[src/io_cfg.svh]
// I/O subsystem configuration
// base of the I/O window, device offsets inside it and bus widths
`ifndef IO_CFG_SVH
`define IO_CFG_SVH

// upper twelve address bits that mark a request as I/O space
`define IO_BASE 12'hFFD

// device offsets inside the 1 MB I/O window
`define IO_SCRATCH_OFS 20'h00000
`define IO_MBOX_OFS 20'h01000

// byte address widths of the two devices (32 and 16 bytes)
`define IO_SCR_AW 5
`define IO_MBX_AW 4

// CPU-side and device bus widths
`define IO_ADR_W 32
`define IO_DAT_W 64

`endif

[src/io_bus_pkg.sv]
// I/O bus data types
// address, byte enables and the 64-bit data word with its two views
`default_nettype none

`include "io_cfg.svh"

package io_bus_pkg;

	// full byte address as seen on either side of the bridge
	typedef logic [`IO_ADR_W-1:0] io_adr_t;

	// one enable per byte lane of the data word
	typedef logic [`IO_DAT_W/8-1:0] io_sel_t;

	// a data word is decoded lane by lane for steering and merging,
	// and as two 32-bit halves when building replicated read data
	typedef union packed {
		logic [`IO_DAT_W/8-1:0][7:0] b;
		logic [1:0][`IO_DAT_W/2-1:0] h;
	} io_data_u;

endpackage

`default_nettype wire

[src/io_map_pkg.sv]
// I/O map types
// device select and the index types of the two devices
`default_nettype none

package io_map_pkg;

	// which responder owns the current device bus address
	typedef enum logic [1:0] {
		DEV_NONE,
		DEV_SCRATCH,
		DEV_MBOX,
		DEV_UNMAPPED
	} io_dev_e;

	// one of four 64-bit scratch registers
	typedef logic [1:0] io_reg_idx_t;

	// one of sixteen mailbox bytes
	typedef logic [3:0] io_mbox_idx_t;

endpackage

`default_nettype wire

[src/io_bus_if.sv]
// device bus between the I/O bridge and its devices
// classic cyc/stb/ack handshake plus the steered byte lane
`timescale 1ns/1ns
`default_nettype none

interface io_bus_if import io_bus_pkg::*; ();

	// request side, all registered in the bridge
	logic     cyc;
	logic     stb;
	logic     we;
	io_sel_t  sel;
	io_adr_t  adr;
	io_data_u dat_w;
	// byte address of the lowest enabled lane and the byte on it
	io_adr_t  adr8;
	logic [7:0] dat8;

	// response side, combined in the decoder
	logic     ack;
	io_data_u dat_r;

	modport master (
		output cyc, stb, we, sel, adr, dat_w, adr8, dat8,
		input  ack, dat_r
	);

	modport decode (
		input  cyc, stb, we, adr,
		output ack, dat_r
	);

	// devices only look at the request, they answer on their own ports
	modport dev (
		input cyc, stb, we, sel, adr, dat_w, adr8, dat8
	);

endinterface

`default_nettype wire

[src/io_bridge.sv]
// I/O bridge
// takes requests from two CPU-side ports, keeps only those that fall in
// the I/O window and forwards them one at a time onto the registered
// device bus; the ack and read data go back to the port that owns the
// transfer, with the upper address forced to the I/O base
`timescale 1ns/1ns
`default_nettype none

`include "io_cfg.svh"

module io_bridge
	import io_bus_pkg::*;
(
	input  wire logic     clk_i,
	input  wire logic     rst_i,

	input  wire logic     s1_cyc_i,
	input  wire logic     s1_stb_i,
	input  wire logic     s1_we_i,
	input  wire io_sel_t  s1_sel_i,
	input  wire io_adr_t  s1_adr_i,
	input  wire io_data_u s1_dat_i,
	output logic          s1_ack_o,
	output io_data_u      s1_dat_o,

	input  wire logic     s2_cyc_i,
	input  wire logic     s2_stb_i,
	input  wire logic     s2_we_i,
	input  wire io_sel_t  s2_sel_i,
	input  wire io_adr_t  s2_adr_i,
	input  wire io_data_u s2_dat_i,
	output logic          s2_ack_o,
	output io_data_u      s2_dat_o,

	io_bus_if.master      bus_m
);

	typedef enum logic [1:0] {
		ST_IDLE,
		ST_WAIT_ACK,
		ST_WAIT_NACK
	} state_e;

	state_e     state;
	// owner of the running transfer, low for port 1 and high for port 2
	logic       owner;
	// internal acknowledge, set one edge after the device ack is seen
	logic       s_ack;

	logic       s1_hit;
	logic       s2_hit;
	logic       own_cyc;
	logic       own_stb;
	logic       req_we;
	io_sel_t    req_sel;
	io_adr_t    req_adr;
	io_data_u   req_dat;
	logic [2:0] req_lane;

	// lowest enabled lane, so a single byte always lands on dat8
	function automatic logic [2:0] low_lane(input io_sel_t sel);
		logic [2:0] lane;
		lane = 3'd0;
		for (int i = $bits(io_sel_t) - 1; i >= 0; i--) begin
			if (sel[i])
				lane = 3'(i);
		end
		return lane;
	endfunction

	// ========================================================
	// request filter and arbitration
	// ========================================================

	// only requests inside the I/O window are ever forwarded
	assign s1_hit = s1_cyc_i & s1_stb_i & (s1_adr_i[`IO_ADR_W-1 -: 12] == `IO_BASE);
	assign s2_hit = s2_cyc_i & s2_stb_i & (s2_adr_i[`IO_ADR_W-1 -: 12] == `IO_BASE);

	// port 1 has priority, a losing port keeps its request held
	assign req_we   = s1_hit ? s1_we_i  : s2_we_i;
	assign req_sel  = s1_hit ? s1_sel_i : s2_sel_i;
	assign req_adr  = s1_hit ? s1_adr_i : s2_adr_i;
	assign req_dat  = s1_hit ? s1_dat_i : s2_dat_i;
	assign req_lane = low_lane(req_sel);

	assign own_cyc = owner ? s2_cyc_i : s1_cyc_i;
	assign own_stb = owner ? s2_stb_i : s1_stb_i;

	// ========================================================
	// transfer state machine
	// ========================================================

	always_ff @(posedge clk_i) begin
		if (rst_i) begin
			state     <= ST_IDLE;
			owner     <= 1'b0;
			s_ack     <= 1'b0;
			bus_m.cyc <= 1'b0;
			bus_m.stb <= 1'b0;
			bus_m.we  <= 1'b0;
		end else begin
			case (state)
				ST_IDLE: begin
					// a trailing device ack must clear before a new sample
					if (!bus_m.ack && (s1_hit || s2_hit)) begin
						owner    <= ~s1_hit;
						bus_m.we <= req_we;
						state    <= ST_WAIT_ACK;
					end
				end
				ST_WAIT_ACK: begin
					if (!own_cyc) begin
						// requester gave up before the device answered
						bus_m.cyc <= 1'b0;
						bus_m.stb <= 1'b0;
						bus_m.we  <= 1'b0;
						state     <= ST_IDLE;
					end else if (bus_m.ack) begin
						s_ack <= 1'b1;
						state <= ST_WAIT_NACK;
					end else begin
						// cycle opens one edge after the sample
						bus_m.cyc <= 1'b1;
						bus_m.stb <= 1'b1;
					end
				end
				ST_WAIT_NACK: begin
					// a slow requester keeps the bus here as long as it likes
					if (!own_stb) begin
						bus_m.cyc <= 1'b0;
						bus_m.stb <= 1'b0;
						bus_m.we  <= 1'b0;
						s_ack     <= 1'b0;
						state     <= ST_IDLE;
					end
				end
				default: state <= ST_IDLE;
			endcase
		end
	end

	// request payload is captured together with the sample in idle
	always_ff @(posedge clk_i) begin
		if (state == ST_IDLE && !bus_m.ack && (s1_hit || s2_hit)) begin
			bus_m.sel   <= req_sel;
			bus_m.adr   <= {`IO_BASE, req_adr[19:3], 3'b000};
			bus_m.dat_w <= req_dat;
			bus_m.adr8  <= {`IO_BASE, req_adr[19:3], req_lane};
			bus_m.dat8  <= req_dat.b[req_lane];
		end
	end

	// ========================================================
	// port acknowledge and read data return
	// ========================================================

	always_ff @(posedge clk_i) begin
		if (rst_i) begin
			s1_ack_o <= 1'b0;
			s2_ack_o <= 1'b0;
		end else begin
			s1_ack_o <= s_ack & s1_stb_i & ~owner;
			s2_ack_o <= s_ack & s2_stb_i & owner;
		end
	end

	// device keeps driving while stb is high, so the word is still valid
	always_ff @(posedge clk_i) begin
		if (s_ack && s1_stb_i && !owner)
			s1_dat_o <= bus_m.dat_r;
		if (s_ack && s2_stb_i && owner)
			s2_dat_o <= bus_m.dat_r;
	end

endmodule

`default_nettype wire

[src/io_byte_mailbox.sv]
// byte mailbox
// sixteen bytes written through the steered byte lane of the bridge;
// a read returns the addressed byte in every lane
`timescale 1ns/1ns
`default_nettype none

`include "io_cfg.svh"

module io_byte_mailbox
	import io_bus_pkg::*;
	import io_map_pkg::*;
(
	input  wire logic clk_i,
	input  wire logic rst_i,
	io_bus_if.dev     bus_s,
	input  wire logic sel_i,
	output logic      ack_o,
	output io_data_u  dat_o
);

	logic [7:0]   mem [16];
	io_mbox_idx_t idx;
	logic [$bits(io_data_u)/2-1:0] half;

	// byte index comes from the steered byte address
	assign idx = io_mbox_idx_t'(bus_s.adr8[`IO_MBX_AW-1:0]);

	always_ff @(posedge clk_i) begin
		if (rst_i) begin
			ack_o <= 1'b0;
			for (int i = 0; i < 16; i++)
				mem[i] <= 8'h00;
		end else begin
			ack_o <= sel_i & bus_s.stb;
			if (sel_i && bus_s.stb && bus_s.we)
				mem[idx] <= bus_s.dat8;
		end
	end

	// one half holds four copies, both halves are the same
	assign half = {4{mem[idx]}};
	assign dat_o.h[0] = half;
	assign dat_o.h[1] = half;

endmodule

`default_nettype wire

[src/io_dev_decode.sv]
// device decoder
// selects the device behind the current address, returns its ack and
// read data, and answers unmapped I/O addresses with all-ones data
`timescale 1ns/1ns
`default_nettype none

`include "io_cfg.svh"

module io_dev_decode
	import io_bus_pkg::*;
	import io_map_pkg::*;
(
	input  wire logic     clk_i,
	input  wire logic     rst_i,
	io_bus_if.decode      bus_d,
	output logic          scr_sel_o,
	output logic          mbx_sel_o,
	input  wire logic     scr_ack_i,
	input  wire logic     mbx_ack_i,
	input  wire io_data_u scr_dat_i,
	input  wire io_data_u mbx_dat_i
);

	localparam logic [19:0] SCR_OFS = `IO_SCRATCH_OFS;
	localparam logic [19:0] MBX_OFS = `IO_MBOX_OFS;

	io_dev_e cur_dev;
	// ack of the default responder
	logic    unm_ack;

	// upper address bits are already fixed to the base by the bridge
	always_comb begin
		if (!(bus_d.cyc && bus_d.stb))
			cur_dev = DEV_NONE;
		else if (bus_d.adr[19:`IO_SCR_AW] == SCR_OFS[19:`IO_SCR_AW])
			cur_dev = DEV_SCRATCH;
		else if (bus_d.adr[19:`IO_MBX_AW] == MBX_OFS[19:`IO_MBX_AW])
			cur_dev = DEV_MBOX;
		else
			cur_dev = DEV_UNMAPPED;
	end

	assign scr_sel_o = (cur_dev == DEV_SCRATCH);
	assign mbx_sel_o = (cur_dev == DEV_MBOX);

	// same one-edge registered ack as the real devices
	always_ff @(posedge clk_i) begin
		if (rst_i)
			unm_ack <= 1'b0;
		else
			unm_ack <= (cur_dev == DEV_UNMAPPED);
	end

	// the acks are ored so a trailing ack stays visible after stb drops
	assign bus_d.ack = scr_ack_i | mbx_ack_i | unm_ack;

	always_comb begin
		case (cur_dev)
			DEV_SCRATCH:  bus_d.dat_r = scr_dat_i;
			DEV_MBOX:     bus_d.dat_r = mbx_dat_i;
			DEV_UNMAPPED: bus_d.dat_r = '1;
			default:      bus_d.dat_r = '0;
		endcase
	end

endmodule

`default_nettype wire

[src/io_scratch_regs.sv]
// scratch register bank
// four 64-bit registers, written byte by byte under the byte enables
`timescale 1ns/1ns
`default_nettype none

`include "io_cfg.svh"

module io_scratch_regs
	import io_bus_pkg::*;
	import io_map_pkg::*;
(
	input  wire logic clk_i,
	input  wire logic rst_i,
	io_bus_if.dev     bus_s,
	input  wire logic sel_i,
	output logic      ack_o,
	output io_data_u  dat_o
);

	io_data_u    regs [4];
	io_reg_idx_t idx;

	// word index from address bits 4 to 3
	assign idx = io_reg_idx_t'(bus_s.adr[`IO_SCR_AW-1:3]);

	always_ff @(posedge clk_i) begin
		if (rst_i) begin
			ack_o <= 1'b0;
			for (int r = 0; r < 4; r++)
				regs[r] <= '0;
		end else begin
			ack_o <= sel_i & bus_s.stb;
			// only enabled lanes change, the rest of the word is kept
			if (sel_i && bus_s.stb && bus_s.we) begin
				for (int i = 0; i < $bits(io_sel_t); i++) begin
					if (bus_s.sel[i])
						regs[idx].b[i] <= bus_s.dat_w.b[i];
				end
			end
		end
	end

	// reads always return the whole word
	assign dat_o = regs[idx];

endmodule

`default_nettype wire

[src/io_subsystem_top.sv]
// I/O subsystem top level
// two CPU-side requester ports into the bridge, then the decoder with
// the scratch bank and the byte mailbox on the device bus
`timescale 1ns/1ns
`default_nettype none

module io_subsystem_top
	import io_bus_pkg::*;
(
	input  wire logic     clk_i,
	input  wire logic     rst_i,

	input  wire logic     s1_cyc_i,
	input  wire logic     s1_stb_i,
	input  wire logic     s1_we_i,
	input  wire io_sel_t  s1_sel_i,
	input  wire io_adr_t  s1_adr_i,
	input  wire io_data_u s1_dat_i,
	output logic          s1_ack_o,
	output io_data_u      s1_dat_o,

	input  wire logic     s2_cyc_i,
	input  wire logic     s2_stb_i,
	input  wire logic     s2_we_i,
	input  wire io_sel_t  s2_sel_i,
	input  wire io_adr_t  s2_adr_i,
	input  wire io_data_u s2_dat_i,
	output logic          s2_ack_o,
	output io_data_u      s2_dat_o
);

	// per-device select, ack and read data back to the decoder
	logic     scr_sel;
	logic     mbx_sel;
	logic     scr_ack;
	logic     mbx_ack;
	io_data_u scr_dat;
	io_data_u mbx_dat;

	io_bus_if u_bus ();

	io_bridge u_bridge (
		.clk_i    (clk_i),
		.rst_i    (rst_i),
		.s1_cyc_i (s1_cyc_i),
		.s1_stb_i (s1_stb_i),
		.s1_we_i  (s1_we_i),
		.s1_sel_i (s1_sel_i),
		.s1_adr_i (s1_adr_i),
		.s1_dat_i (s1_dat_i),
		.s1_ack_o (s1_ack_o),
		.s1_dat_o (s1_dat_o),
		.s2_cyc_i (s2_cyc_i),
		.s2_stb_i (s2_stb_i),
		.s2_we_i  (s2_we_i),
		.s2_sel_i (s2_sel_i),
		.s2_adr_i (s2_adr_i),
		.s2_dat_i (s2_dat_i),
		.s2_ack_o (s2_ack_o),
		.s2_dat_o (s2_dat_o),
		.bus_m    (u_bus.master)
	);

	io_dev_decode u_decode (
		.clk_i     (clk_i),
		.rst_i     (rst_i),
		.bus_d     (u_bus.decode),
		.scr_sel_o (scr_sel),
		.mbx_sel_o (mbx_sel),
		.scr_ack_i (scr_ack),
		.mbx_ack_i (mbx_ack),
		.scr_dat_i (scr_dat),
		.mbx_dat_i (mbx_dat)
	);

	io_scratch_regs u_scratch (
		.clk_i (clk_i),
		.rst_i (rst_i),
		.bus_s (u_bus.dev),
		.sel_i (scr_sel),
		.ack_o (scr_ack),
		.dat_o (scr_dat)
	);

	io_byte_mailbox u_mailbox (
		.clk_i (clk_i),
		.rst_i (rst_i),
		.bus_s (u_bus.dev),
		.sel_i (mbx_sel),
		.ack_o (mbx_ack),
		.dat_o (mbx_dat)
	);

endmodule

`default_nettype wire

[config.mk]
export PLATFORM = sky130hd
export DESIGN_NAME = io_subsystem_top
export DESIGN_NICKNAME = d
export VERILOG_FILES = /design/src/io_bus_pkg.sv /design/src/io_map_pkg.sv /design/src/io_bus_if.sv /design/src/io_bridge.sv /design/src/io_byte_mailbox.sv /design/src/io_dev_decode.sv /design/src/io_scratch_regs.sv /design/src/io_subsystem_top.sv
export VERILOG_INCLUDE_DIRS = /design/src /design/src/src
export SDC_FILE = /design/constraint.sdc
export NUM_CORES = 1
export LEC_CHECK = 0
export ABC_AREA = 1
export BUFFER_PORTS_ARGS = -buffer_cell sky130_fd_sc_hd__buf_2
export CAP_MARGIN = 20
export CORE_MARGIN = 2
export CORE_UTILIZATION = 35
export DETAILED_ROUTE_END_ITERATION = 12
export GPL_TIMING_DRIVEN = 0
export SKIP_LAST_GASP = 1
export SLEW_MARGIN = 20
export SYNTH_ARGS = -nofsm -noshare
export SYNTH_HDL_FRONTEND = slang
export SYNTH_SLANG_ARGS = --single-unit
[constraint.sdc]
create_clock -name clk_i -period 6.8 [get_ports clk_i]
set_input_delay 0.34 -clock clk_i [delete_from_list [all_inputs] [get_ports clk_i]]
set_output_delay 0.34 -clock clk_i [all_outputs]
set_load 0.03 [all_outputs]
==> impl_metrics.tcl <==
set metrics [dict create \
    hold-path-cell-count 3 \
    synth_seq_cells 628 \
    drv_slew 0 \
    drive_above_1_share_pct 17.37 \
    synth_edf_count 612 \
    netlist_top_cells_area "edfxtp_1 67%, nand2_1 10%, nor2_1 5.0%" \
    cp_data_required_time_ns 7.04 \
    status "complete, no violations" \
    drv_cap 0 \
    cts_setup_buffers 0 \
    maxSlewHeadroom_pct 25.18 \
    dr.pass1.iters 6 \
    worstSetupPathType "flip-flop to flip-flop" \
    skew_ns 0.03351 \
    synth_xor_area_share_pct 0 \
    hold_class "input port to flip-flop" \
    utilization_pct 42.84 \
    synth_area_um2 27520 \
    critPathLaunchType "flip-flop" \
    finalWirelength_um 90810 \
    initial_core_util_pct 35.46 \
    layout.nets 3247 \
    min_period_over_period_pct 57.48 \
    port-buffer-count 339 \
    ys.flop_type "edfxtp_1" \
    grt_pass1_vias 20110 \
    die_w_um 284.4 \
    insertion_delay_ns 0.63 \
    yosys.area_share.adder_pct 0.1819 \
    rr_endpoint "u_bridge.s1_dat_o[63]" \
    cts.reportedPaths.clkPinSlew_ns 0.06 \
    netlist.area_leader.share_pct 66.79 \
    cellPowerDensity_nw_per_um2 259.6 \
    synth-compound-area-share_pct 7.612 \
    grt_use_total_pct 22.04 \
    dr.first_iter.drc_count 2391 \
    avgSynthCellArea_um2 10.66 \
    async_reset_ff_share_pct 0 \
    num_vias 21130 \
    core_um2 77590 \
    syn_nets 2801 \
    cts_root_buf "clkbuf_16" \
    ir_worst_vdd_uv 157.7 \
    place_ws_ns 2.903 \
    fillCellCount 7485 \
    dp_hpwl_um 66420 \
    crit_fanout 10 \
    regArea_um2 18700 \
    row_count 102 \
    fmax_mhz 255.9 \
    routabilityCongestion 0.9161 \
    synthCells 2581 \
    r2r_cells 10 \
    vias_per_cell 5.126 \
    final.setup.worst_slack_ns 2.892 \
    synthMuxAreaShare_pct 0.03638 \
    antenna_found_initial 4 \
    grt-ovfl-total 0 \
    worstSetupEndpoint "u_bridge.s1_dat_o[63]" \
    cts_made_buffers 69 \
    grt_pass1_wl_um 130800 \
    critPathArrivalTime_ns 4.15 \
    grt_max_degree 27 \
    cts_tree "yes" \
    yosysTopAreaCell "edfxtp_1" \
    min_period_ns 3.908 \
    post-route-drc-count 0 \
    yosys_warnings 0 \
    endpoint_kind "flip-flop" \
    pin_count 346 \
    hold_viol 0 \
    grt_setup_unrepaired "no" \
    seq_area_frac_synth_pct 67.96 \
    synth_cell_types 47 \
    final_antenna_net_count 0 \
    die_area_um2 80870 \
    reg2reg_slack_ns 2.89 \
    cts_sinks 628 \
    cts_buffer_depth 3 \
    finalSetupViolCount 0 \
    worst_slew_pin_slew_ns 1.122 \
    synth-simple-area-share_pct 19.41 \
    die_h_um 284.4 \
    netlist_top_cells_count "765 x nand2_1, 612 x edfxtp_1, 370 x nor2_1" \
    multiInputGateArea_um2 7525 \
    yosysMostFrequentCell "nand2_1" \
    wl_per_cell_um 22.02 \
    synth_top_family_by_area "simple AND/OR/NAND/NOR gates" \
    h-tree-depth 3 \
    area_growth_pct 20.82 \
    leakagePower_nw 13.41 \
]
-- layout make-up --
| class | instances | area share, % |
|---|---|---|
| flip-flops and latches | 628 | 56.24 |
| multi-input cells | 1626 | 22.63 |
| repair buffers | 375 | 6.647 |
| clock buffers | 87 | 5.585 |
| well taps | 1040 | 3.914 |
| inverters | 200 | 2.258 |
| plain buffers | 127 | 1.720 |
| clock inverters | 37 | 0.9748 |
| diodes | 3 | 0.02258 |
-- how the worst min path moves through the flow --
stage | start | to | slack (ns)
3_3_place_gp | u_bridge.s_ack | u_bridge.s2_ack_o | 0.50
5_1_grt | s1_adr_i[19] | u_bridge.bus_m.adr[19] | 0.02
2_1_floorplan | rst_i | u_mailbox.ack_o | 0.42
4_1_cts | s2_adr_i[10] | u_bridge.bus_m.adr[10] | 0.003
6_report | s1_adr_i[5] | u_bridge.bus_m.adr[5] | 0.03
3_5_place_dp | u_bridge.bus_m.adr8[1] | flip-flop | 0.52
-- per-layer routing --
| layer | track usage (%) | vias up | part of all wire (%) |
|---|---|---|---|
| met3 | 4.904 | 148 | 11 |
| met2 | 34.68 | 1171 | 45 |
| met5 | 0 | - | 0 |
| met4 | 7.711 | 0 | 3.2 |
| met1 | 30.02 | 10110 | 41 |
| li1 | - | 9705 | - |
-- placed cells by master (no fill, tap or decap), drive strengths merged, types with 15 or more instances in the layout --
cell           n
nand2        784
edfxtp       612
nor2         383
buf          383
inv          197
clkbuf       182
a21oi        147
nand3        109
o21ai         78
a32o          56
clkinv        35
dlygate4sd3   24
dfxtp         16
a221o         15
-- registers in the layout (all words and copies together) (netlist names), 2 cells and up, named ones only --
name and count:
u_bridge.state 2, u_bridge.s2_dat_o 64, u_bridge.bus_m.dat8 8, u_mailbox.mem 128, u_scratch.regs 256, u_bridge.bus_m.adr8 3
u_bridge.s1_dat_o 64, u_bridge.bus_m.dat_w 64, u_bridge.bus_m.sel 8, u_bridge.bus_m.adr 17
-- power breakdown --
part | leakage (nW) | internal, mW | switching [mW]
sequential | 6.18 | 4.38 | 0.0327
combinational | 6.17 | 0.148 | 0.428
clock | 1.06 | 2.07 | 1.57
total | 13.4 | 6.59 | 2.03
-- worst max-delay path, stage by stage (launching register included) --
cell	delay, ns
dfxtp_1	0.29
clkbuf_1	0.27
inv_1	0.14
clkbuf_1	0.43
clkbuf_1	0.51
nand3_1	0.17
a221o_1	0.39
nand3_1	0.08
nand2_1	0.06
inv_1	0.68
o21ai_0	0.50
-- stage by stage --
step | area, um^2 | power (mW) | TNS, ns | hold slack (ns) | cells
2_1_floorplan | 27520 | 4.748 | 0 | 0.4240 | 2581
3_5_place_dp | 30810 | 5.056 | 0 | 0.5171 | 3971
3_3_place_gp | 30510 | 5.043 | -258.13 | 0.4998 | 3960
5_1_grt | 33240 | 8.862 | 0 | 0.02382 | 4120
4_1_cts | 33230 | 8.668 | 0 | 0.003062 | 4119
6_report | 33240 | 8.629 | 0 | 0.02850 | 4123
-- logic make-up after synthesis --
group | Yosys count
AO/OA/AOI/OAI | 327
adder cells (fa/ha/maj) | 4
flip-flops | 628
multiplexers | 1
buffers and inverters | 327
AND/OR/NAND/NOR | 1294
-- timing repair --
action / in CTS / in global routing
hold buffers: 24 / 0
endpoints found under the hold margin: 14 / 0
gates resized for setup: 0 / 0
(Power assumes the default switching activity.)
